===== src/ifetch_pkg.sv =====
package ifetch_pkg;

    // address and instruction word width.
    localparam int XLEN = 32;

    // byte offset bits inside one instruction word.
    localparam int WORD_OFFSET_W = 2;

    typedef struct packed {
        logic [XLEN-1:0] addr;
    } fetch_req_t;

    typedef struct packed {
        logic [XLEN-1:0] instr;
    } fetch_rsp_t;

    // word address, not byte address.
    typedef struct packed {
        logic [XLEN-1:0] word_addr;
    } mem_req_t;

    typedef struct packed {
        logic [XLEN-1:0] pc;
        logic [XLEN-1:0] instr;
    } fetch_out_t;

    typedef struct packed {
        logic [XLEN-1:0] index;
        logic [XLEN-1:0] data;
    } prog_wr_t;

    typedef enum logic [1:0] {
        IDLE,
        COMPARE_TAG,
        ALLOCATE
    } cache_state_e;

    typedef enum logic [1:0] {
        REQUEST,
        WAIT,
        HOLD
    } fetch_state_e;

endpackage


===== src/fetch_unit.sv =====
`timescale 1ns/100ps

module fetch_unit #(
    parameter logic [ifetch_pkg::XLEN-1:0] RESET_PC = '0
) (
    input  logic                        clk,
    input  logic                        rst,
    input  logic                        redirect_valid,
    input  logic [ifetch_pkg::XLEN-1:0] redirect_pc,
    output logic                        req_valid,
    output ifetch_pkg::fetch_req_t      req,
    input  logic                        req_ready,
    input  logic                        rsp_valid,
    input  ifetch_pkg::fetch_rsp_t      rsp,
    output logic                        out_valid,
    output ifetch_pkg::fetch_out_t      out,
    input  logic                        out_ready
);

    ifetch_pkg::fetch_state_e    state;
    logic [ifetch_pkg::XLEN-1:0] pc;
    logic                        drop;
    logic                        req_fire;
    logic                        in_flight;

    // no new request until the stale response has gone by.
    assign req_valid = (state == ifetch_pkg::REQUEST) && !drop;
    assign req.addr  = pc;
    assign req_fire  = req_valid && req_ready;

    // a response is still owed to us after this edge.
    assign in_flight = req_fire
                       || ((state == ifetch_pkg::WAIT) && !rsp_valid)
                       || (drop && !rsp_valid);

    always_ff @(posedge clk)
    begin
        if (rst)
        begin
            state     <= ifetch_pkg::REQUEST;
            pc        <= RESET_PC;
            drop      <= 1'b0;
            out_valid <= 1'b0;
        end
        else if (redirect_valid)
        begin
            state     <= ifetch_pkg::REQUEST;
            pc        <= redirect_pc;
            drop      <= in_flight;
            out_valid <= 1'b0;
        end
        else
        begin
            case (state)
                ifetch_pkg::REQUEST:
                begin
                    // stale response from before a redirect.
                    if (rsp_valid)
                        drop <= 1'b0;
                    if (req_fire)
                        state <= ifetch_pkg::WAIT;
                end
                ifetch_pkg::WAIT:
                begin
                    if (rsp_valid)
                    begin
                        state     <= ifetch_pkg::HOLD;
                        out_valid <= 1'b1;
                    end
                end
                ifetch_pkg::HOLD:
                begin
                    if (out_ready)
                    begin
                        state     <= ifetch_pkg::REQUEST;
                        out_valid <= 1'b0;
                        pc        <= pc + 4;
                    end
                end
                default:
                    state <= ifetch_pkg::REQUEST;
            endcase
        end
    end

    // instruction register, loaded from the cache response.
    always_ff @(posedge clk)
    begin
        if ((state == ifetch_pkg::WAIT) && rsp_valid)
        begin
            out.pc    <= pc;
            out.instr <= rsp.instr;
        end
    end

endmodule


===== config.mk =====
export PLATFORM = sky130hd
export DESIGN_NAME = fetch_unit
export DESIGN_NICKNAME = d
export VERILOG_FILES = /design/src/ifetch_pkg.sv /design/src/fetch_unit.sv
export SDC_FILE = /design/constraint.sdc
export NUM_CORES = 1
export LEC_CHECK = 0
export ABC_AREA = 1
export BUFFER_PORTS_ARGS = -buffer_cell sky130_fd_sc_hd__clkbuf_2
export CAP_MARGIN = 20
export CORE_MARGIN = 2
export CORE_UTILIZATION = 35
export DETAILED_ROUTE_END_ITERATION = 16
export SETUP_SLACK_MARGIN = 0.4
export SLEW_MARGIN = 20
export SYNTH_ARGS = -nofsm -noshare
export SYNTH_HDL_FRONTEND = slang
export SYNTH_SLANG_ARGS = --single-unit

===== constraint.sdc =====
create_clock -name clk -period 2.1 [get_ports clk]
set_input_delay 0.105 -clock clk [delete_from_list [all_inputs] [get_ports clk]]
set_output_delay 0.105 -clock clk [all_outputs]
set_load 0.02 [all_outputs]

==> flow_summary.json <==
{
  "area_growth_pct": 39.9,
  "ys_types": 30,
  "dieArea_mm2": 0.0130,
  "endpoint_kind": "flip-flop",
  "max_slew_margin_pct": 64.5,
  "yosys.area_share.adder_pct": 0.294,
  "core_mm2": 0.0119,
  "ant_nets": 0,
  "dpl.hpwl_mm": 8.88,
  "ir_worst_vdd_v": 0.000384,
  "worst_pin_slew_ns": 0.532,
  "power_mw": 4.26,
  "hold_viol": 1,
  "place.gp.congestion": 0.855,
  "finalWirelength_mm": 12.5,
  "cp_slowest_cell": "dfxtp_2",
  "drc_errors": 0,
  "path_max_fanout": 6,
  "hold_path.class": "in -> reg",
  "syn_inst": 439,
  "fin_util_pct": 49.9,
  "ys_seq_elements": 100,
  "critical_path_arrival_ns": 1.83,
  "period_share_pct": 74.0,
  "yosys_warnings": 0,
  "power.density_mw_per_mm2": 717,
  "antenna_found_initial": 0,
  "grt_util_met1_pct": 25.4,
  "final_common_cell": "clkbuf_2",
  "fmax_mhz": 644,
  "rows": 40,
  "finalNetCount": 720,
  "gr-total-overflow": 0,
  "fin_skew_ns": 0.00916,
  "synth_top_family_by_area": "simple AND/OR/NAND/NOR gates",
  "rsz0062_at_grt": "yes",
  "muxShareOfSynthArea_pct": 0,
  "clock_path_buffers": 2,
  "first_global_vias": 3571,
  "drive_above_1_share_pct": 35.5,
  "finalSetupViolations": 0,
  "cp_cell_sequence": "ha_1, nand2_2, nor2_2, inv_1, nor3_2, nand2_1, nand2_1, nand3_1, a21oi_1",
  "grt.met3_usage_pct": 4.24,
  "post-route-min-period_ns": 1.55,
  "drt_pass1_iterations": 4,
  "worstPathRequired_ns": 2.38,
  "yosys.area_share.xor_xnor_pct": 2.27,
  "htreeDepth": 3,
  "numCtsBuffers": 9,
  "critPathBufInv": 1,
  "viasPerCell": 4.68,
  "wl_per_cell_um": 15.6,
  "max-cap-violations": 0,
  "start_util_pct": 35.7,
  "synth-simple-area-share_pct": 21.9,
  "synth-compound-area-share_pct": 7.80,
  "drtIter0Drc": 300,
  "cp-start-kind": "flip-flop",
  "cts_tree": "yes",
  "cts_sinks": 100,
  "clock-root-buffer": "clkbuf_16",
  "power.static_leakage_nw": 2.48,
  "clk_latency_ns": 0.35,
  "yosysSeqAreaShare_pct": 62.2,
  "die_h_um": 114,
  "grt.busiest_layer": "met2",
  "hold_slack_ns": -0.00982,
  "critPathTopFamily": "simple AND/OR/NAND/NOR gates",
  "synth_nets": 510,
  "grt_pass1_wl_mm": 18.9,
  "layout_common_cells": "clkbuf_2, nand2_1, edfxtp_1, inv_1, nor2_1",
  "slowest_delay_ns": 0.38,
  "timing_worst_setup_path_type": "reg -> reg",
  "tns_ns": 0,
  "status": "complete, but fails checks",
  "vias": 3746,
  "io_pins": 168,
  "avgSynthCellArea_um2": 9.68,
  "report.final.slew_viol_count": 0,
  "violations": "hold timing",
  "path_common_cell": "nand2_1",
  "gr-usage-met2_pct": 31.0,
  "clk_pin_slew_ns": 0.07,
  "grtUsageTotal_pct": 19.1,
  "portBuffers": 167,
  "grt_max_degree": 40,
  "die_w_um": 114,
  "antennaDiodeCount": 0,
  "synth_area_mm2": 0.00425
}
## where the power goes
part / internal (mW) / total [mW] / switching, mW / leakage (nW)
Combinational: 0.189 / 0.445 / 0.256 / 1.47
Sequential: 2.16 / 2.23 / 0.0692 / 0.883
Clock: 0.816 / 1.59 / 0.771 / 0.130
## flip-flops by register name, indices dropped and copies added, names as in the netlist
signal,count
drop,1
req,32
state,2
out,64
out_valid,1
## through the flow
stage,area (µm²),std cells,hold WS (ns),worst slack [ns]
4_1_cts,5910,798,0.000626,0.417
3_3_place_gp,5280,748,0.282,0.320
5_1_grt,5950,801,0.0124,0.376
2_1_floorplan,4270,439,0.174,0.351
3_5_place_dp,5280,748,0.284,0.295
6_report,5950,801,-0.00982,0.547
## final cells by class
class,instances,area (µm²)
clock inverter,6,46.3
inverter,47,180
clock buffer,10,229
tap,147,184
fill,1149,5960
timing repair buffer,211,1250
multi-input combinational,280,1400
sequential,100,2660
## Yosys cell counts (all sizes together)
| master | n | area, µm² |
|---|---|---|
| a21oi | 26 | 134 |
| a22o | 4 | 35.0 |
| a22oi | 2 | 15.0 |
| a31oi | 6 | 37.5 |
| and2 | 1 | 6.26 |
| buf | 5 | 33.8 |
| clkbuf | 7 | 27.5 |
| dfxtp | 36 | 721 |
| edfxtp | 64 | 1920 |
| ha | 1 | 12.5 |
| inv | 47 | 176 |
| nand2 | 107 | 424 |
| nand3 | 32 | 160 |
| nand3b | 1 | 7.51 |
| nand4 | 3 | 18.8 |
| nor2 | 52 | 253 |
| nor3 | 11 | 55.1 |
| o21ai | 22 | 110 |
| or2 | 1 | 6.26 |
| xnor2 | 4 | 35.0 |
| xor2 | 7 | 61.3 |
## worst min-delay path, stage by stage
cell	delay, ns
clkbuf_2	0.08
nor2_1	0.03
nor2_1	0.09
## worst paths after layout
path                        from  slack (ns)  cells past startpoint      end
hold reg to reg           req[1]        0.46                      0  out[33]
setup / recovery          req[2]        0.55                      9  req[24]
hold / removal    redirect_pc[0]       -0.01                      3   req[0]
setup reg to reg          req[2]        0.55                      9  req[24]
## cell families (layout without fill, tap and decap cells)
logic type	count (synthesis)	in the layout
AO/OA/AOI/OAI	60	60
XOR/XNOR	11	11
adder cells (fa/ha/maj)	1	1
buffers and inverters	59	274
flip-flops	100	100
AND/OR/NAND/NOR	208	208
## metal layers
metal / routed length (µm) / part of all wire, %
met1: 5700 / 46
met4: 172 / 1.4
met3: 875 / 7.0
met2: 5730 / 46
met5: 0 / 0
## repair_timing
| action | in CTS | in global routing |
|---|---|---|
| hold buffers | 34 | 0 |
| gates resized for setup | 2 | 11 |
| endpoints found under the setup margin | 2 | 16 |
| pin swaps | 0 | 1 |
| setup buffers | 0 | 3 |
| hold endpoints to repair | 34 | 0 |
No activity file was read; power rests on OpenSTA's default activity.
