[config.mk]
export PLATFORM = sky130hd
export DESIGN_NAME = icache
export DESIGN_NICKNAME = d
export VERILOG_FILES = /design/src/ifetch_pkg.sv /design/src/icache.sv
export SDC_FILE = /design/constraint.sdc
export NUM_CORES = 1
export LEC_CHECK = 0
export ABC_CLOCK_PERIOD_IN_PS = 9020
export BUFFER_PORTS_ARGS = -buffer_cell sky130_fd_sc_hd__buf_2
export CAP_MARGIN = 20
export CORE_MARGIN = 2
export CORE_UTILIZATION = 60
export DETAILED_ROUTE_END_ITERATION = 10
export GPL_TIMING_DRIVEN = 0
export PLACE_DENSITY = 0.74
export SYNTH_ARGS = -nofsm -noshare
export SYNTH_HDL_FRONTEND = slang
export SYNTH_SLANG_ARGS = --single-unit
[constraint.sdc]
create_clock -name clk -period 9.02 [get_ports clk]
set_clock_uncertainty 0.1 [all_clocks]
set_input_delay 2.255 -clock clk [delete_from_list [all_inputs] [get_ports clk]]
set_output_delay 2.255 -clock clk [all_outputs]
set_load 0.005 [all_outputs]
[src/ifetch_pkg.sv]
package ifetch_pkg;

    // address and instruction word width.
    localparam int XLEN = 32;

    // byte offset bits inside one instruction word.
    localparam int WORD_OFFSET_W = 2;

    typedef struct packed {
        logic [XLEN-1:0] addr;
    } fetch_req_t;

    typedef struct packed {
        logic [XLEN-1:0] instr;
    } fetch_rsp_t;

    // word address, not byte address.
    typedef struct packed {
        logic [XLEN-1:0] word_addr;
    } mem_req_t;

    typedef struct packed {
        logic [XLEN-1:0] pc;
        logic [XLEN-1:0] instr;
    } fetch_out_t;

    typedef struct packed {
        logic [XLEN-1:0] index;
        logic [XLEN-1:0] data;
    } prog_wr_t;

    typedef enum logic [1:0] {
        IDLE,
        COMPARE_TAG,
        ALLOCATE
    } cache_state_e;

    typedef enum logic [1:0] {
        REQUEST,
        WAIT,
        HOLD
    } fetch_state_e;

endpackage

[src/icache.sv]
`timescale 1ns/100ps

module icache #(
    parameter int LINES = 16
) (
    input  logic                        clk,
    input  logic                        rst,
    input  logic                        flush,
    input  logic                        req_valid,
    input  ifetch_pkg::fetch_req_t      req,
    output logic                        req_ready,
    output logic                        rsp_valid,
    output ifetch_pkg::fetch_rsp_t      rsp,
    output logic                        mem_req_valid,
    output ifetch_pkg::mem_req_t        mem_req,
    input  logic                        mem_req_ready,
    input  logic                        mem_rsp_valid,
    input  logic [ifetch_pkg::XLEN-1:0] mem_rsp_data
);

    localparam int OFFSET_W = ifetch_pkg::WORD_OFFSET_W;
    localparam int INDEX_W  = $clog2(LINES);
    localparam int TAG_W    = ifetch_pkg::XLEN - INDEX_W - OFFSET_W;

    ifetch_pkg::cache_state_e    state;
    ifetch_pkg::fetch_req_t      req_q;
    logic [LINES-1:0]            line_valid;
    logic [TAG_W-1:0]            tag_mem [LINES];
    logic [ifetch_pkg::XLEN-1:0] data_mem [LINES];
    logic [INDEX_W-1:0]          index;
    logic [TAG_W-1:0]            tag;
    logic                        hit;
    logic                        mem_issued;
    logic                        fill_done;
    logic                        fill_write;
    logic                        flushed;

    // word offset, then index, then tag.
    assign index = req_q.addr[OFFSET_W +: INDEX_W];
    assign tag   = req_q.addr[ifetch_pkg::XLEN-1 -: TAG_W];
    assign hit   = line_valid[index] && (tag_mem[index] == tag);

    assign req_ready = (state == ifetch_pkg::IDLE);

    // a fill lands in the array first, so both cases read the same line.
    assign rsp_valid = ((state == ifetch_pkg::COMPARE_TAG) && hit)
                       || ((state == ifetch_pkg::ALLOCATE) && fill_done);
    assign rsp.instr = data_mem[index];

    assign mem_req_valid = ((state == ifetch_pkg::COMPARE_TAG) && !hit)
                           || ((state == ifetch_pkg::ALLOCATE) && !mem_issued);
    assign mem_req.word_addr = req_q.addr >> OFFSET_W;

    assign fill_write = (state == ifetch_pkg::ALLOCATE) && !fill_done && mem_rsp_valid;

    always_ff @(posedge clk)
    begin
        if (req_valid && req_ready)
            req_q <= req;
    end

    always_ff @(posedge clk)
    begin
        if (rst)
        begin
            state      <= ifetch_pkg::IDLE;
            mem_issued <= 1'b0;
            fill_done  <= 1'b0;
            flushed    <= 1'b0;
        end
        else
        begin
            case (state)
                ifetch_pkg::IDLE:
                begin
                    if (req_valid)
                        state <= ifetch_pkg::COMPARE_TAG;
                end
                ifetch_pkg::COMPARE_TAG:
                begin
                    if (!hit)
                    begin
                        state      <= ifetch_pkg::ALLOCATE;
                        mem_issued <= mem_req_ready;
                        flushed    <= 1'b0;
                    end
                    else
                        state <= ifetch_pkg::IDLE;
                end
                ifetch_pkg::ALLOCATE:
                begin
                    if (mem_req_valid && mem_req_ready)
                        mem_issued <= 1'b1;
                    if (flush)
                        flushed <= 1'b1;
                    if (fill_done)
                    begin
                        state      <= ifetch_pkg::IDLE;
                        fill_done  <= 1'b0;
                        mem_issued <= 1'b0;
                        flushed    <= 1'b0;
                    end
                    else if (mem_rsp_valid)
                        fill_done <= 1'b1;
                end
                default:
                    state <= ifetch_pkg::IDLE;
            endcase
        end
    end

    // refill still completes after a flush, but the line stays invalid.
    always_ff @(posedge clk)
    begin
        if (rst || flush)
            line_valid <= '0;
        else if (fill_write)
            line_valid[index] <= !flushed;
    end

    always_ff @(posedge clk)
    begin
        if (fill_write)
        begin
            tag_mem[index]  <= tag;
            data_mem[index] <= mem_rsp_data;
        end
    end

endmodule

==> results by group <==
Clock tree
  – Clk_lat worst skew: 0.65 ns
  – TritonCTS Sinks: 983
  – Reg clk slew, reported paths: 0.06 ns
  – Cts-stage hold buffer count: 0
  – CTS tree: built
  – Clock Path Buffers: 3
  – Max H-tree Level: 3
  – # resized after CTS: 0
  – Post-CTS Setup Inserts: 0
  – Total CTS buffers: 95
  – Root buf cell: clkbuf_16

Synth
  – Synth Register Bits: 983
  – Synth area leader: edfxtp_1
  – Most common cell in the netlist: edfxtp_1
  – Synth top area share: 76.3%
  – Syn Inst Count: 1637
  – Yosys warnings: 0
  – Ys flop type: edfxtp_1
  – Post-synth EDFFs: 958
  – Commonest cells post-synth: 958 x edfxtp_1, 254 x mux4_2, 75 x mux2i_1
  – Unique masters post-synth: 53
  – Ranking of synthesized cells by area: edfxtp_1 76%, mux4_2 15%, mux2i_1 2.0%, dfxtp_1 1.3%, xnor2_1 0.51%
  – Post-synthesis sequential area ratio: 77.6%
  – Mean Syn Cell Area: 23.0 µm²
  – Async SR Flop Fraction: 0%
  – Mapped cell area: 0.0377 mm²

Critical path
  – CP startpoint kind: register
  – Critical Path AT: 5.45 ns
  – Setup crit end kind: primary output
  – Crit path kind: register to primary output
  – Crit Path Max Fanout: 10
  – Crit path required time: 6.67 ns

Finish
  – Final Core Density: 70.8%
  – Final Non-Filler Cells: 2860
  – Fillers: 3695
  – Syn-to-layout area delta: 16.2%
  – Ratio of cells with drive above 1 in the final layout: 32.5%
  – Final net count: 2013

STA
  – Final critical-path required period: 7.80 ns
  – Slew Limit Fails: 0
  – Final period util: 86.5%
  – Slew HR: 27.0%
  – Final setup viols: 0
  – Worst slew pin tran: 1.10 ns
  – Final hold vios: 0
  – Final WS setup: 1.22 ns
  – TNS Setup: 0 ns
  – F_max: 0.128 GHz
  – Unrepaired setup endpoints after global routing: false

Placed design
  – Placed cell count: 2673
  – Routability Congestion: 0.818
  – IO Port Bufs: 132
  – DP HPWL: 53300 µm
  – Post-Place Setup Slack: 1.91 ns

Power and ir drop
  – Clock power share: 38.6%
  – Internal Dissipation: 7.74 mW
  – Lkg Pwr: 14.2 nW
  – Net Sw Frac: 22.2%
  – Net Switching: 2.21 mW
  – PwrDens: 227 mW/mm²
  – Comb pwr share: 9.9%
  – Peak VDD IR: 0.186 mV
  – Flop pwr share: 51.5%

Run status
  – Status: complete, no violations

Route
  – Remaining antenna violation count: 0
  – 1st-pass router iterations: 5
  – WL/cell: 30.1 µm
  – Final WL: 86000 µm
  – Via/cell ratio: 6.39
  – Vias post-DR: 18300
  – Post-route DRC: 0
  – First-iteration detailed-routing DRC count: 2057

Global routing
  – Grt ovf: 0
  – Global-route wire length before repair: 125000 µm
  – Pin count of the biggest net entering global routing: 31
  – Number of global-route vias before repair: 19200
  – Antenna violations before repair: 4
  – Gr usage total: 27.2%

Floorplanning
  – I/O Pins: 137
  – Core Area: 0.0619 mm²
  – Die width: 255 µm
  – Die height: 255 µm
  – Initial Util: 60.9%
  – Die Area: 0.0649 mm²
  – Site row count: 91

Run
  – Max Cap Viol: 0

Min path
  – Worst Hold Class: register to register
  – Beginning of the worst hold path: line_valid[8]$_SDFFE_PP0P_
-- placed cells by master (no fill, tap or decap), types with 7 or more instances in the layout --
cell and n:
mux4_2 254, nand2_1 37, clkinv_2 22, clkinv_1 18, buf_16 13, clkbuf_16 98
a22oi_1 12, clkbuf_8 7, nand2b_1 9, buf_8 11, edfxtp_1 958, buf_6 32
buf_2 146, a21oi_1 12, o21ai_0 7, buf_1 25, inv_1 8, nor2_4 12
mux2i_1 75, nor2_1 26, dfxtp_1 25, buf_4 12, buf_12 22, xor2_1 18
xnor2_1 22, nor2b_1 11, clkbuf_1 46
-- flip-flops by register name, summed over array words and instances, names as in the netlist, named ones only --
name        cells
state           2
data_mem      512
req_q          30
mem_issued      1
fill_done       1
flushed         1
line_valid     16
tag_mem       416
-- path summary, 6_finish.rpt --
path / endpoint / slack (ns) / depth (start not counted)
setup / recovery: rsp[21] / 1.22 / 10
hold reg to reg: line_valid[8]$_SDFFE_PP0P_ / 0.40 / 2
hold / removal: line_valid[8]$_SDFFE_PP0P_ / 0.40 / 2
setup reg to reg: flushed$_SDFFE_PP0P_ / 4.62 / 12
-- power by group through the flow --
stage	combinational [mW]	clock (mW)	sequential [mW]
global placement	0.946	0	5.21
detailed placement	0.975	0	5.21
global route	1.05	4.05	5.12
floorplan	0.635	0	5.19
finish	0.988	3.84	5.12
CTS	0.984	3.89	5.12
-- worst max-delay path, stage by stage, from the launching register on --
cell	delay [ns]
dfxtp_1	0.31
buf_2	0.24
buf_4	0.32
buf_2	0.42
buf_2	0.44
clkbuf_1	0.54
clkbuf_1	0.63
clkbuf_1	0.78
mux4_2	0.42
mux4_2	0.55
buf_2	0.16
-- layer usage --
metal | vias up | GRT usage [%] | wire (µm)
li1 | 7533 | - | -
met4 | 4 | 9.52 | 2340
met1 | 9657 | 37.7 | 33000
met5 | - | 0 | 25
met2 | 924 | 45.0 | 43500
met3 | 157 | 4.26 | 7120
-- cell families (layout without fill, tap and decap cells) --
family / after synthesis / after routing / synth area share, %
simple gates: 121 / 121 / 1.54
mux: 336 / 336 / 17.4
flops: 983 / 983 / 77.6
xor+xnor: 40 / 40 / 0.929
fa+ha+maj: 3 / 3 / 0.0995
buf+inv: 90 / 472 / 1.18
other cells: 1 / 5 / 0.00994
compound gates: 63 / 63 / 1.21
-- stage by stage --
stage,instance area (µm²),power (mW),hold WS (ns)
floorplan,37700,5.83,0.347
global placement,39400,6.16,0.356
detailed placement,40700,6.19,0.378
CTS,43700,10.0,0.396
global route,43800,10.2,0.427
finish,43800,9.95,0.397
-- area by class of cell --
cell class / instances / area [µm²] / area share, %
Multi-Input combinational cell: 565 / 8110 / 18.5
Clock inverter: 51 / 407 / 0.928
Timing Repair Buffer: 205 / 1920 / 4.38
Tap cell: 837 / 1050 / 2.39
Sequential cell: 983 / 29300 / 66.8
Inverter: 9 / 33.8 / 0.0771
Antenna cell: 3 / 7.51 / 0.0171
Buffer: 81 / 413 / 0.942
Clock buffer: 126 / 2630 / 5.99
Power figures use the tool's default switching activity.
